--- src/include/fpgc_config.svh ---
// FPGC board I/O configuration
`ifndef FPGC_CONFIG_SVH
`define FPGC_CONFIG_SVH

// Flop rows in the board input synchronizer
`define SYNC_STAGES 2

// Reset pulse length after a rising edge of serial DTR
`define DTR_PULSE_CYCLES 8

// Minimum LED on-time after the last activity
// Scaled down from the board value of 100000
`define LED_MIN_CYCLES 16

// Video RAM geometry
`define VRAM_WORDS 1056
`define VRAM_ADDR_W 11
`define VRAM_DATA_W 32

`endif

--- src/source/fpgc_pkg.sv ---
// FPGC board I/O types
`include "fpgc_config.svh"

package fpgc_pkg;

    // VRAM word and address
    typedef logic [`VRAM_ADDR_W-1:0] vram_addr_t;
    typedef logic [`VRAM_DATA_W-1:0] vram_data_t;

    // CPU port opcode with the meaning of bus_we on the CPU bus
    typedef enum logic {
        VRAM_READ  = 1'b0,
        VRAM_WRITE = 1'b1
    } vram_op_t;

    // DTR reset pulse FSM
    typedef enum logic {
        DTR_IDLE  = 1'b0,
        DTR_PULSE = 1'b1
    } dtr_state_t;

    // Activity LED FSM
    typedef enum logic {
        LED_OFF  = 1'b0,
        LED_HOLD = 1'b1
    } led_state_t;

endpackage

--- src/source/activity_led.sv ---
// Activity LED stretcher
`timescale 1ns/1ps
`include "fpgc_config.svh"

module activity_led
    import fpgc_pkg::*;
(
    input  logic clk,
    input  logic rst_n,
    input  logic activity,
    output logic led
);

    localparam int HOLD_LEN = `LED_MIN_CYCLES;
    localparam int HOLD_W = $clog2(HOLD_LEN);

    led_state_t state;
    logic [HOLD_W-1:0] hold_cnt;

    always_ff @(posedge clk) begin
        if (!rst_n) begin
            state <= LED_OFF;
            hold_cnt <= '0;
        end else if (activity) begin
            // Any activity restarts the full on-time
            state <= LED_HOLD;
            hold_cnt <= HOLD_W'(HOLD_LEN - 1);
        end else begin
            case (state)
                LED_HOLD: begin
                    if (hold_cnt == '0) begin
                        state <= LED_OFF;
                    end else begin
                        hold_cnt <= hold_cnt - 1'b1;
                    end
                end
                default: state <= LED_OFF;
            endcase
        end
    end

    assign led = (state == LED_HOLD);

    // Outside reset the LED falls only after a full hold time on
    a_led_fall: assert property (@(posedge clk) disable iff (!rst_n)
        $fell(led) && $past(rst_n) |-> $past(led, HOLD_LEN));

endmodule

--- config.mk ---
export PLATFORM = sky130hd
export DESIGN_NAME = activity_led
export DESIGN_NICKNAME = d
export VERILOG_FILES = /design/src/source/fpgc_pkg.sv /design/src/source/activity_led.sv
export VERILOG_INCLUDE_DIRS = /design/src /design/src/include
export SDC_FILE = /design/constraint.sdc
export NUM_CORES = 1
export LEC_CHECK = 0
export BUFFER_PORTS_ARGS = -buffer_cell sky130_fd_sc_hd__buf_2
export CORE_AREA = 5 5 42 44
export DETAILED_ROUTE_END_ITERATION = 10
export DIE_AREA = 0 0 47 49
export PLACE_DENSITY = 0.41
export SYNTH_ARGS = -nofsm -noshare
export SYNTH_HDL_FRONTEND = slang
export SYNTH_SLANG_ARGS = --single-unit
--- constraint.sdc ---
create_clock -name clk -period 1.55 [get_ports clk]
set_input_delay 0 -clock clk [delete_from_list [all_inputs] [get_ports clk]]
set_output_delay 0 -clock clk [all_outputs]
set_load 0.02 [all_outputs]
# Word-level counts from Yosys, hierarchy flattened
# Cells that the tools add are included.
# classes
addsub,1
eq_ne,1
n_reduce_logical,3
mux,6
# ops
op,n
two-way mux 4 bit,3
logical NOT 4 bit,1
subtractor 4 x 1 -> 4 bit (second input constant),1
two-way mux 1 bit,3
!= test 2 bit (second input constant),1
AND reduction 2 bit,1
nonzero test 2 bit,1
# totals
out_inout_bits,1
regBits,5
input_bits,3
word_cells,13

# Depth between registers and ports, before layout
# depth
word_depth,4
ltp_mapped,5
depth_no_buf,5

# Worst setup path after synthesis
# No wires, ideal clock.
# synth_timing
path_type,reg2reg
startpoint,register hold_cnt[0]
endpoint,register hold_cnt[1]
path_buffers,0
stages_incl_launch_ff,6
arrival_time_ps,1360
required_ps,1428
slack_ps,68
period_less_slack_ps,1482
setup_ps,122
cell_sequence,dfxtp_1 inv_1 ha_1 or3b_4 and2_1 o311a_1
# synth_between
elab_chain_cells,4
word_cells_on_any_way,7
classes_between,1 x add/sub; 1 x eq/ne; 3 x mux; 2 x reduce/logical
# synth_rtl
element,line,source
"start, declared",activity_led.sv:18,logic [HOLD_W-1:0] hold_cnt;
"start signal, assigned",activity_led.sv:27,hold_cnt <= HOLD_W'(HOLD_LEN - 1);
"start signal, assigned",activity_led.sv:34,hold_cnt <= hold_cnt - 1'b1;
subtractor 4 x 1 -> 4 bit,activity_led.sv:34,
two-way mux 4 bit,activity_led.sv:31,if (hold_cnt == '0) begin
two-way mux 4 bit,activity_led.sv:29,case (state)
two-way mux 4 bit,activity_led.sv:24,end else if (activity) begin
# Several ways; a longest one is shown, not always the timed one. The select of a mux whose other input is x is not followed.
# A chain may end at the register's enable or synchronous reset.

# Final worst setup path
# Same ends and word-level chain as after synthesis.

==> results.sh <==
export IMPL_status="completed"
export IMPL_hold_viol_final=0
export IMPL_pre_cts_ws_ns=0.03087
export IMPL_synth_top_area_share_pct=41.67
export IMPL_max_stage_delay_ns=0.39
export IMPL_initial_core_util_pct=17.14
export IMPL_cts_tree="built"
export IMPL_crit_path_max_fanout=4
export IMPL_dr_total_vias=224
export IMPL_antenna_found_initial=0
export IMPL_power_density_nw_per_um2=1116
export IMPL_critPathArrivalTime_ns=1.63
export IMPL_syn_area_um2=240.2
export IMPL_routed_wl_um=482
export IMPL_core_area_um2=1401
export IMPL_die_h_um=49
export IMPL_grt_max_degree=8
export IMPL_grt_pass1_wl_um=828
export IMPL_synth_area_leaders="dfxtp_1, o311a_1, o31a_1"
export IMPL_p_leak_nw=0.1349
export IMPL_io_pins=4
export IMPL_layout_drive_gt1_share_pct=32.35
export IMPL_clk_latency_ns=0.24
export IMPL_design_power_total_mw=0.3560
export IMPL_finalNetCount=39
export IMPL_crit_chain="inv_2, ha_2, or3b_4, and2_1, o311a_1"
export IMPL_min_period_ns=1.506
export IMPL_fmax_mhz=663.9
export IMPL_synth_main_ff_cell="dfxtp_1"
export IMPL_yosys_top_cells_count="dfxtp_1, nor2_1, inv_1, o311a_1, o31a_1"
export IMPL_place_gp_congestion=0.7182
export IMPL_synth_edf_count=0
export IMPL_skew_ns=0.0002094
export IMPL_avgViaCountPerCell=4.480
export IMPL_drt_iter0_markers=5
export IMPL_critPathSlowestCell="or3b_4"
export IMPL_grt_ovfl_total=0
export IMPL_yosysMostFrequentCell="dfxtp_1"
export IMPL_grt_pass1_vias=232
export IMPL_drtPass1Iterations=4
export IMPL_async_flop_share_pct=0
export IMPL_wl_per_cell_um=9.640
export IMPL_track_usage_pct=5.000
export IMPL_dpl_hpwl_um=370.8
export IMPL_synth_avg_cell_area_um2=9.609
export IMPL_worst_path_buf_inv=1
export IMPL_ant_nets=0
export IMPL_timing_final_crit_share_pct=97.18
export IMPL_seqCellArea_um2=100.1
export IMPL_final_core_util_pct=22.77
export IMPL_rsz0062_at_grt="yes"
export IMPL_numPortBuffers=3
export IMPL_numCtsBuffers=3
export IMPL_ys_warnings_count=0
export IMPL_die_x_um=47
export IMPL_setup_tns_final_ns=0
export IMPL_synth_nets=29
export IMPL_clockBufferDepth=2
export IMPL_dieArea_um2=2303
export IMPL_clockRootBuffer="clkbuf_4"
export IMPL_maxCapViolations=0
export IMPL_multi_input_area_um2=135.1
export IMPL_holdWs_ns=0.03890
export IMPL_place_inst=46
export IMPL_worst_slew_pin_slew_ns=0.1451
export IMPL_path_clk_slew_ns=0.04
export IMPL_drc=0
export IMPL_relSlewSlack_pct=90.24
export IMPL_path_delay_family="simple AND/OR/NAND/NOR gates"
export IMPL_setup_viol=0
export IMPL_end_kind="flip-flop"
export IMPL_fillers=167
export IMPL_finalMaxSlewViolations=0
export IMPL_synth_cell_types=16
export IMPL_cp_start_kind="flip-flop"
export IMPL_h_tree_depth=1
export IMPL_stdcell_area_um2=319.1
export IMPL_yosysSeqAreaShare_pct=41.67
export IMPL_synth_top_cell_by_area="dfxtp_1"
export IMPL_worstSetupPathType="reg -> reg"
export IMPL_min_path_type="in -> reg"
export IMPL_syn_to_final_growth_pct=32.81
export IMPL_critical_path_required_ns=1.67
export IMPL_syn_inst=25
export IMPL_max_vdd_ir_drop_uv=375.6
export IMPL_antenna_cells=0
export IMPL_finalWorstSetupSlack_ns=0.04365
export IMPL_cts_num_sinks=5
export IMPL_num_rows=14
export IMPL_synth_seq_cells=5
export IMPL_postPlaceCellArea_um2=290.3
export IMPL_instances_no_fill=50
[final timing paths]
| path | startpoint | to | slack, ns | cells after the start |
|---|---|---|---|---|
| setup reg to reg | hold_cnt[0] | hold_cnt[1] | 0.04 | 5 |
| hold reg to reg | hold_cnt[1] | hold_cnt[1] | 0.54 | 1 |
| hold / removal | rst_n | hold_cnt[0] | 0.04 | 2 |
| setup / recovery | hold_cnt[0] | hold_cnt[1] | 0.04 | 5 |
[cell families (layout without fill, tap and decap cells)]
kind of cell               count (synthesis)  after routing  synth area share [%]
and+or+nand+nor                           10             10                 26.04
buffers and inverters                      2             11                 3.126
adders and majority gates                  1              1                 5.208
AOI/OAI and AO/OA                          7              7                 23.96
DFF                                        5              5                 41.67
[metal layers]
layer	up-vias	track usage [%]	share of wire, %
met1	102	5.495	49
met5	-	0	0
met4	0	5.530	3.1
met2	8	7.014	45
li1	112	-	-
met3	2	1.107	2.9
[cell type report]
class / count / area share, %
Timing Repair Buffer: 5 / 9.412
Clock buffer: 4 / 8.235
Inverter: 2 / 2.353
Multi-Input combinational cell: 18 / 42.35
Sequential cell: 5 / 31.37
Tap cell: 16 / 6.275
[cells in the final DEF (no fill, tap or decap)]
cell	count
dfxtp_1	5
nor2_1	3
clkbuf_4	3
buf_2	3
o311a_1	2
o31a_1	2
buf_4	2
inv_2	1
inv_1	1
or4b_1	1
nand2_1	1
or3b_4	1
and3_1	1
a21oi_1	1
nand3_1	1
a21boi_0	1
and2_1	1
nand4b_1	1
o21a_1	1
ha_2	1
clkbuf_1	1
[sequential cells by signal (all words and copies together) (netlist names)]
name      cells
hold_cnt      4
led           1
[power by group]
part	leakage (nW)	internal [mW]	switching (mW)
clock network	0.0150	0.0970	0.0481
logic	0.0780	0.0324	0.0292
registers	0.0420	0.141	0.00837
total	0.135	0.270	0.0857
[what timing repair did]
action | CTS | global route
gates resized for setup | 0 | 2
hold buffers | 0 | 0
buffers inserted | 0 | 0
endpoints found under the setup margin | 0 | 2
(Power assumes the default switching activity.)
