**src/include/fpgc_config.svh**
```systemverilog
// FPGC board I/O configuration
`ifndef FPGC_CONFIG_SVH
`define FPGC_CONFIG_SVH

// Flop rows in the board input synchronizer
`define SYNC_STAGES 2

// Reset pulse length after a rising edge of serial DTR
`define DTR_PULSE_CYCLES 8

// Minimum LED on-time after the last activity
// Scaled down from the board value of 100000
`define LED_MIN_CYCLES 16

// Video RAM geometry
`define VRAM_WORDS 1056
`define VRAM_ADDR_W 11
`define VRAM_DATA_W 32

`endif

```
**src/source/fpgc_pkg.sv**
```systemverilog
// FPGC board I/O types
`include "fpgc_config.svh"

package fpgc_pkg;

    // VRAM word and address
    typedef logic [`VRAM_ADDR_W-1:0] vram_addr_t;
    typedef logic [`VRAM_DATA_W-1:0] vram_data_t;

    // CPU port opcode with the meaning of bus_we on the CPU bus
    typedef enum logic {
        VRAM_READ  = 1'b0,
        VRAM_WRITE = 1'b1
    } vram_op_t;

    // DTR reset pulse FSM
    typedef enum logic {
        DTR_IDLE  = 1'b0,
        DTR_PULSE = 1'b1
    } dtr_state_t;

    // Activity LED FSM
    typedef enum logic {
        LED_OFF  = 1'b0,
        LED_HOLD = 1'b1
    } led_state_t;

endpackage

```
**src/source/reset_controller.sv**
```systemverilog
// DTR reset pulse and system reset
`timescale 1ns/1ps
`include "fpgc_config.svh"

module reset_controller
    import fpgc_pkg::*;
(
    input  logic clk,
    input  logic rst_n_sync,
    input  logic dtr_sync,
    output logic sys_rst_n,
    output logic ext_reset,
    output logic ext_reset_n
);

    localparam int PULSE_LEN = `DTR_PULSE_CYCLES;
    localparam int CNT_W = $clog2(PULSE_LEN);

    dtr_state_t state;
    logic [CNT_W-1:0] pulse_cnt;
    logic dtr_prev;
    logic dtr_rise;
    logic pulse;

    assign dtr_rise = dtr_sync & ~dtr_prev;

    always_ff @(posedge clk) begin
        // Follows DTR through reset, so a line already high gives no pulse
        dtr_prev <= dtr_sync;
        if (!rst_n_sync) begin
            state <= DTR_IDLE;
            pulse_cnt <= '0;
        end else begin
            case (state)
                DTR_IDLE: begin
                    if (dtr_rise) begin
                        state <= DTR_PULSE;
                        pulse_cnt <= CNT_W'(PULSE_LEN - 1);
                    end
                end
                DTR_PULSE: begin
                    if (pulse_cnt == '0) begin
                        state <= DTR_IDLE;
                    end else begin
                        pulse_cnt <= pulse_cnt - 1'b1;
                    end
                end
                default: state <= DTR_IDLE;
            endcase
        end
    end

    assign pulse = (state == DTR_PULSE);

    // Button reset or serial port open
    assign ext_reset   = pulse | ~rst_n_sync;
    assign ext_reset_n = ~ext_reset;
    assign sys_rst_n   = ~ext_reset;

    a_pulse_len: assert property (@(posedge clk) disable iff (!rst_n_sync)
        $rose(pulse) |-> ##PULSE_LEN !pulse);

endmodule

```
**config.mk**
```make
export PLATFORM = sky130hd
export DESIGN_NAME = reset_controller
export DESIGN_NICKNAME = d
export VERILOG_FILES = /design/src/source/fpgc_pkg.sv /design/src/source/reset_controller.sv
export VERILOG_INCLUDE_DIRS = /design/src /design/src/include
export SDC_FILE = /design/constraint.sdc
export NUM_CORES = 1
export LEC_CHECK = 0
export BUFFER_PORTS_ARGS = -buffer_cell sky130_fd_sc_hd__buf_2
export CAP_MARGIN = 0
export CORE_AREA = 2 2 39 41
export CTS_CLUSTER_DIAMETER = 60
export CTS_CLUSTER_SIZE = 28
export DETAILED_ROUTE_END_ITERATION = 8
export DIE_AREA = 0 0 41 43
export HOLD_SLACK_MARGIN = 0.02
export PLACE_DENSITY_LB_ADDON = 0.05
export SLEW_MARGIN = 20
export SYNTH_ARGS = -nofsm -noshare
export SYNTH_HDL_FRONTEND = slang
export SYNTH_SLANG_ARGS = --single-unit
```
**constraint.sdc**
```tcl
create_clock -name clk -period 1.3 [get_ports clk]
set_input_delay 0.195 -clock clk [delete_from_list [all_inputs] [get_ports clk]]
set_output_delay 0.195 -clock clk [all_outputs]
set_load 0.01 [all_outputs]
```
==> Yosys cells after proc, flatten, opt, wreduce, memory -nomap -nowiden <==
Index checks and enable logic that the tools add are counted.
{ "classes": {"reduce_logical": 2, "add_sub_neg": 1, "muxes": 6, "bitwise_logic": 6, "n_eq_ne": 2} }
{ "op_table": {"columns": ["op", "count"], "rows": [
  ["two-way mux 3 bit", 2],
  ["one-hot mux 3 bit (2 select lines)", 1],
  ["!= test 2 bit, second input constant", 2],
  ["inverter 1 bit", 4],
  ["zero test 3 bit", 1],
  ["subtractor 3 x 1 -> 3 bit, second input constant", 1],
  ["two-way mux 1 bit", 2],
  ["one-hot mux 1 bit (2 select lines)", 1],
  ["AND reduction 2 bit", 1],
  ["bitwise AND 1 bit", 1],
  ["bitwise OR 1 bit", 1]
]} }
{ "word_totals": {"reg_bits": 5, "inputBits": 3, "wordCells": 20} }

==> Logic depth before layout (Yosys ltp) <==
Gate-level depths: netlist of the first run.
{ "depth": {"depth_word": 4, "depth_mapped": 5} }

==> Least setup slack after synthesis of the first run <==
Ideal clock, no wire load.
{ "synth_timing": {"kind": "flip-flop to flip-flop", "startpoint": "register pulse_cnt[0]", "endpoint": "register pulse_cnt[2]", "slack_ns": 0.113, "required_time_ns": 1.185, "t_arrival_ns": 1.072, "period_less_slack_ns": 1.187, "path_stages_with_launch": 6, "setup_ns": 0.115, "cell_sequence": "dfxtp_1 -> inv_1 -> ha_1 -> nand2_2 -> mux2_4 -> o21a_1"} }
{ "synth_between": {"elab_chain_len": 3} }
{ "synth_lines": {"columns": ["element", "line", "rtl"], "rows": [
  ["start, declared", "reset_controller.sv:20", "logic [CNT_W-1:0] pulse_cnt;"],
  ["start signal, assigned", "reset_controller.sv:38", "pulse_cnt <= CNT_W'(PULSE_LEN - 1);"],
  ["start signal, assigned", "reset_controller.sv:45", "pulse_cnt <= pulse_cnt - 1'b1;"],
  ["subtractor 3 x 1 -> 3 bit or zero test 3 bit (tied branches)", "reset_controller.sv:45, reset_controller.sv:42", null],
  ["two-way mux 3 bit or != test 2 bit (tied branches)", null, null],
  ["one-hot mux 3 bit (2 select lines) or AND reduction 2 bit (tied branches)", null, null]
]} }
Parallel ways exist; a longest one is shown, timed or not. The select of a mux whose other input is x is not followed.
A chain may end at the register's enable or synchronous reset.

==> Final worst setup path of the first run <==
Ends and elaborated chain as after synthesis.

==> metrics.txt, run 1 <==
run status=finished clean; max cap viols=0; CTS Hold Bufs=0; Worst-Margin Slew=between 200 and 300 ps; Port Buffers=5; setup TNS=0 ps; Synth Instances=24; YS warnings=0; Placeable Area=1380 sq um; post-CTS setup buffers=0; Crit Path Class=register to register; CTS tree=yes; Die H=43 microns; wire per inst=9.00 microns; Required @ worst endpoint=~1400 ps; period utilization=0.952; pwr/cell area=between 1000 and 1500 nW/um^2; Yosys reg bits=5; Sink Count=5; Crit Path Max Fanout=3; vias in the first global route=186; Synth cell types=14; most frequent cells in the layout=5 x dfxtp_1, 5 x buf_2, 3 x inv_1, 3 x clkbuf_4; Worst Setup End Kind=register; site row count=14; Lkg Pwr=~0.16 nW; Critical Path Source Type=register; Seq/Total Area, Yosys=0.417; initial antenna violation count=0; clock skew=between 1 and 1.5 ps; Routed Antenna Nets=0; global route hottest layer=met2; met2 Use GR=0.0844; Max Transition Viols Final=0; DR vias/cell=~3.9; CTS Buf Count=3; die area=roughly 1800 sq um; hold crit path type=primary input to register; Period minus WS final=roughly 1200 ps; htree depth=1; width of the chip=about 40 microns; I/O Pins=6; Post-Syn Area=about 240 sq um; first-pass GRT wire length=731 microns; Placer Congestion=roughly 0.66; P&R area growth vs syn=26.6%; clock insertion delay at the later pin of the skew report=~250 ps; ant diodes=0; hold slack=66.4 ps; FMAX=a little over 800 MHz; grt total ovfl=0; setup violation total in the final timing report=0; GR Util met1=0.0740; RSZ-0062 raised after global routing=false; root buf cell=clkbuf_4; met3 GRT Util=0.0314; largest net degree at the start of global routing=7; nets=38; Total GRT Usage=0.0683; first-pass detailed-route iteration total=4; final hold violations=0; DRT Wirelength=about 430 microns; Post-CTS Resized=0; vias=around 190; layout cell share with drive strength beyond 1=0.313; Starting Density=0.174; DRC viols=0; syn_area_per_cell=approximately 10 sq um; Mapped Nets=29; VDD IR-drop max=just under 0.0004 V; Initial DRC Count=1; clk slew on worst S/H paths=around 50 ps; Worst slew margin=0.817; critical path arrival=1380 ps; Clock Path Buffers=2
## cell usage after synthesis
library cell,instances,area share
a21o_1,1,0.031
and2_1,1,0.026
buf_4,1,0.031
dfxtp_1,5,0.42
ha_1,2,0.10
inv_1,3,0.047
mux2_4,1,0.062
nand2_2,1,0.026
nand2b_1,2,0.052
nand3_1,2,0.042
nor2_1,1,0.016
nor3b_1,1,0.031
o211a_1,2,0.083
o21a_1,1,0.031
## where the power goes
part / switching, mW / internal, mW / leakage (nW)
logic: 0.0340 / 0.0342 / 0.105
registers: 0.00922 / 0.167 / 0.0415
clock network: 0.0739 / 0.117 / 0.0150
total: 0.117 / 0.318 / 0.161
## routing by layer
layer,wire (microns),share of wire
met4,9,0.021
met1,213,0.49
met2,177,0.41
met5,0,0
met3,32,0.074
## metrics by stage
stage	worst slack [ps]	instances	total power [mW]	util	instance area [sq um]
finish	62.4	48	0.435	0.220	304
detailed placement	66.7	44	0.248	0.201	278
global placement	71.7	44	0.248	0.201	278
CTS	58.3	48	0.441	0.220	304
floorplan	113	24	0.230	-	240
global route	1.83	48	0.464	0.220	304
## worst max-delay path, stage by stage, from the launching register on
cell     delay, ps
dfxtp_1        340
inv_1           70
ha_1           200
nand2_2         70
mux2_4         290
o21a_1         160
## worst paths after layout
kind	from	to	slack [ps]	cells past startpoint
min	dtr_sync	dtr_prev$_DFF_P_	70	1
max reg2reg	pulse_cnt[0]$_SDFFE_PN0P_	pulse_cnt[2]$_SDFFE_PN0P_	60	5
max	pulse_cnt[0]$_SDFFE_PN0P_	pulse_cnt[2]$_SDFFE_PN0P_	60	5
min reg2reg	pulse_cnt[1]$_SDFFE_PN0P_	pulse_cnt[1]$_SDFFE_PN0P_	500	1
## flip-flops by register name, indices dropped and copies added (netlist names)
register	flops
pulse	1
pulse_cnt	3
dtr_prev	1
## cells by family after synthesis
family	synth area share
AND/OR/NAND/NOR	0.193
flip-flops	0.417
AO/OA/AOI/OAI	0.146
buffers and inverters	0.0781
adder cells (fa/ha/maj)	0.104
multiplexers	0.0625
## cell type report
cell class                      count  area [sq um]
Sequential cell                     5           100
Inverter                            3          11.3
Tap cell                           16          20.0
Multi-Input combinational cell     15           121
Clock buffer                        4          26.3
Timing Repair Buffer                5          25.0
Fill cell                         159          1080
Note: power is estimated with default switching activity, not from simulation.
==> run 2: changes to the inputs <==
clock period = 1.2 ns   (was 1.3 ns; I/O delays follow)
==> run 2 against run 1 <==
Against the previous run:
- final cell count grew 4.2%
- wire length rose by 6.3%
- clock-buffer cell count did not move
- sequential share of layout area down 1.2 points
- worst hold slack worse by 13 ps
- setup slack got worse by 17 ps
- via count up 4.3%
- critical path depth did not move
- die area is the same
- utilization rose by 1.7 points
- non-clock buffer count rose by 2
- final area is 7.8% higher
- largest power group unchanged
==> metrics.txt, run 2 (synthesis gave the netlist of run 1 again) <==
first-pass GRT wire length=876 microns (+20%); number of flip-flops under the largest register name=3 (unchanged); grt total ovfl=0 (unchanged); hold crit path type=primary input to register; Max Transition Viols Final=0 (unchanged); multi-input logic area=126 sq um (+4.1%); clock skew=3.43 ps (+2.27 ps); Required @ worst endpoint=1340 ps (-100 ps); Core Util, Final=0.237 (+0.0172); slowest stage delay, CP=320 ps (-20 ps); DRT Wirelength=459 microns (+6.3%); setup violation total in the final timing report=0 (unchanged); width of the chip=41 microns (unchanged); Clock Path Buffers=2 (unchanged); Power Total=0.482 mW (+11%); die area=1760 sq um (unchanged); pwr/cell area=1470 nW/um^2 (+2.9%); Starting Density=0.174 (unchanged); Worst Setup End Kind=register; Worst path slowest cell=dfxtp_2; commonest non-fill, non-tap cell in the layout=buf_2; Placer Congestion=0.664 (about the same); max cap viols=0 (unchanged); setup TNS=0 ps (unchanged); RSZ-0062 raised after global routing=true; root buf cell=clkbuf_4; Worst-Margin Slew=267 ps (-6.93 ps); Layout fillers=155 (-2.5%); DRC viols=0 (unchanged); clock insertion delay at the later pin of the skew report=240 ps (about the same); I/O Pins=6 (unchanged); final hold violations=0 (unchanged); clk slew on worst S/H paths=50 ps (about the same); hold slack=53.0 ps (-13.4 ps); Die H=43 microns (unchanged); P&R area growth vs syn=36.5%; Sink Count=5 (unchanged); wire per inst=9.18 microns (+2.0%); largest register by flop count=pulse_cnt; run status=finished clean; Port Buffers=5 (unchanged); nets=40 (+5.3%); Routed Antenna Nets=0 (unchanged); Initial DRC Count=1 (unchanged); VDD IR-drop max=0.000311 V (-20%); vias=193 (+4.3%); Crit Path Max Fanout=2 (-1); site row count=14 (unchanged); layout cell share with drive strength beyond 1=0.559 (+0.246); most frequent cells in the layout=5 x buf_2, 3 x clkbuf_4, 3 x dfxtp_2; DR vias/cell=3.86 (+0.15%); Lkg Pwr=0.170 nW (+5.1%); Register Area=104 sq um (+3.8%); CTS Buf Count=3 (unchanged); Period minus WS final=1150 ps (-82.7 ps); FMAX=866 MHz (+7.2%); post-CTS setup buffers=0 (unchanged); Crit Path Class=register to register; htree depth=1 (unchanged); Total GRT Usage=0.0802 (+0.0119); ant diodes=0 (unchanged); dpl cell area=293 sq um (+5.4%); CTS Hold Bufs=0 (unchanged); largest net degree at the start of global routing=7 (unchanged); Worst slew margin=0.822 (+0.00463); critical path arrival=1290 ps (-90 ps); period utilization=0.962 (+0.0104); CTS tree=yes; CP Cell Sequence=inv_2 > ha_2 > nand2_2 > mux2_4 > o21a_1; crit path buf inv count=1 (unchanged); family with the most delay on the worst path=flip-flops; first-pass detailed-route iteration total=3 (-1); Post-Layout Inst Area=328 sq um (+7.8%); Critical Path Source Type=register; initial antenna violation count=0 (unchanged); vias in the first global route=198 (+6.5%); Placeable Area=1380 sq um (unchanged)
[run 2: repair_timing]
item | 4_1_cts | 5_1_grt
endpoints found under the setup margin | 1 | 6
resized for setup | 2 | 5
pin swaps | 0 | 2
cloned | 0 | 0
hold endpoints to repair | 0 | 0
[run 2: cell type report]
class,instances,share of cell area
Sequential cell,5,0.317
Clock buffer,4,0.0802
Multi-Input combinational cell,15,0.385
Tap cell,16,0.0611
Inverter,3,0.0344
Timing Repair Buffer,7,0.122
[run 2: worst paths after layout]
check,start,end,slack [ps],depth (start not counted)
worst max-delay path,pulse_cnt[0]$_SDFFE_PN0P_,pulse_cnt[2]$_SDFFE_PN0P_,50,5
worst min-delay path,dtr_sync,dtr_prev$_DFF_P_,50,1
worst max register to register,pulse_cnt[0]$_SDFFE_PN0P_,pulse_cnt[2]$_SDFFE_PN0P_,50,5
worst min register to register,pulse_cnt[1]$_SDFFE_PN0P_,pulse_cnt[1]$_SDFFE_PN0P_,490,1
[run 2: stage by stage]
step                setup slack [ps]  instances
floorplan                       12.9         24
global placement               -6.01         46
detailed placement             -15.9         46
CTS                             7.72         50
global route                   -8.71         50
finish                          45.1         50
[run 2: routing by layer]
layer / up-vias / part of all wire / routed length, microns / GRT usage
li1: 101 / - / - / -
met1: 88 / 0.50 / 228 / 0.0990
met2: 4 / 0.42 / 194 / 0.0875
met3: 0 / 0.078 / 36 / 0.0471
met4: 0 / 0 / 0 / 0.0800
met5: - / 0 / 0 / 0
[run 2: worst register-to-register path: cells and delay by family (launching register included)]
family,cells,cell delay (ps)
DFF,1,320
muxes,1,290
adders and majority gates,1,170
AOI/OAI and AO/OA,1,160
and+or+nand+nor,1,70
buffers and inverters,1,40
[run 2: where the power goes]
part,internal (mW),switching (mW)
combinational,0.0499,0.0414
sequential,0.183,0.0102
clock,0.126,0.0722
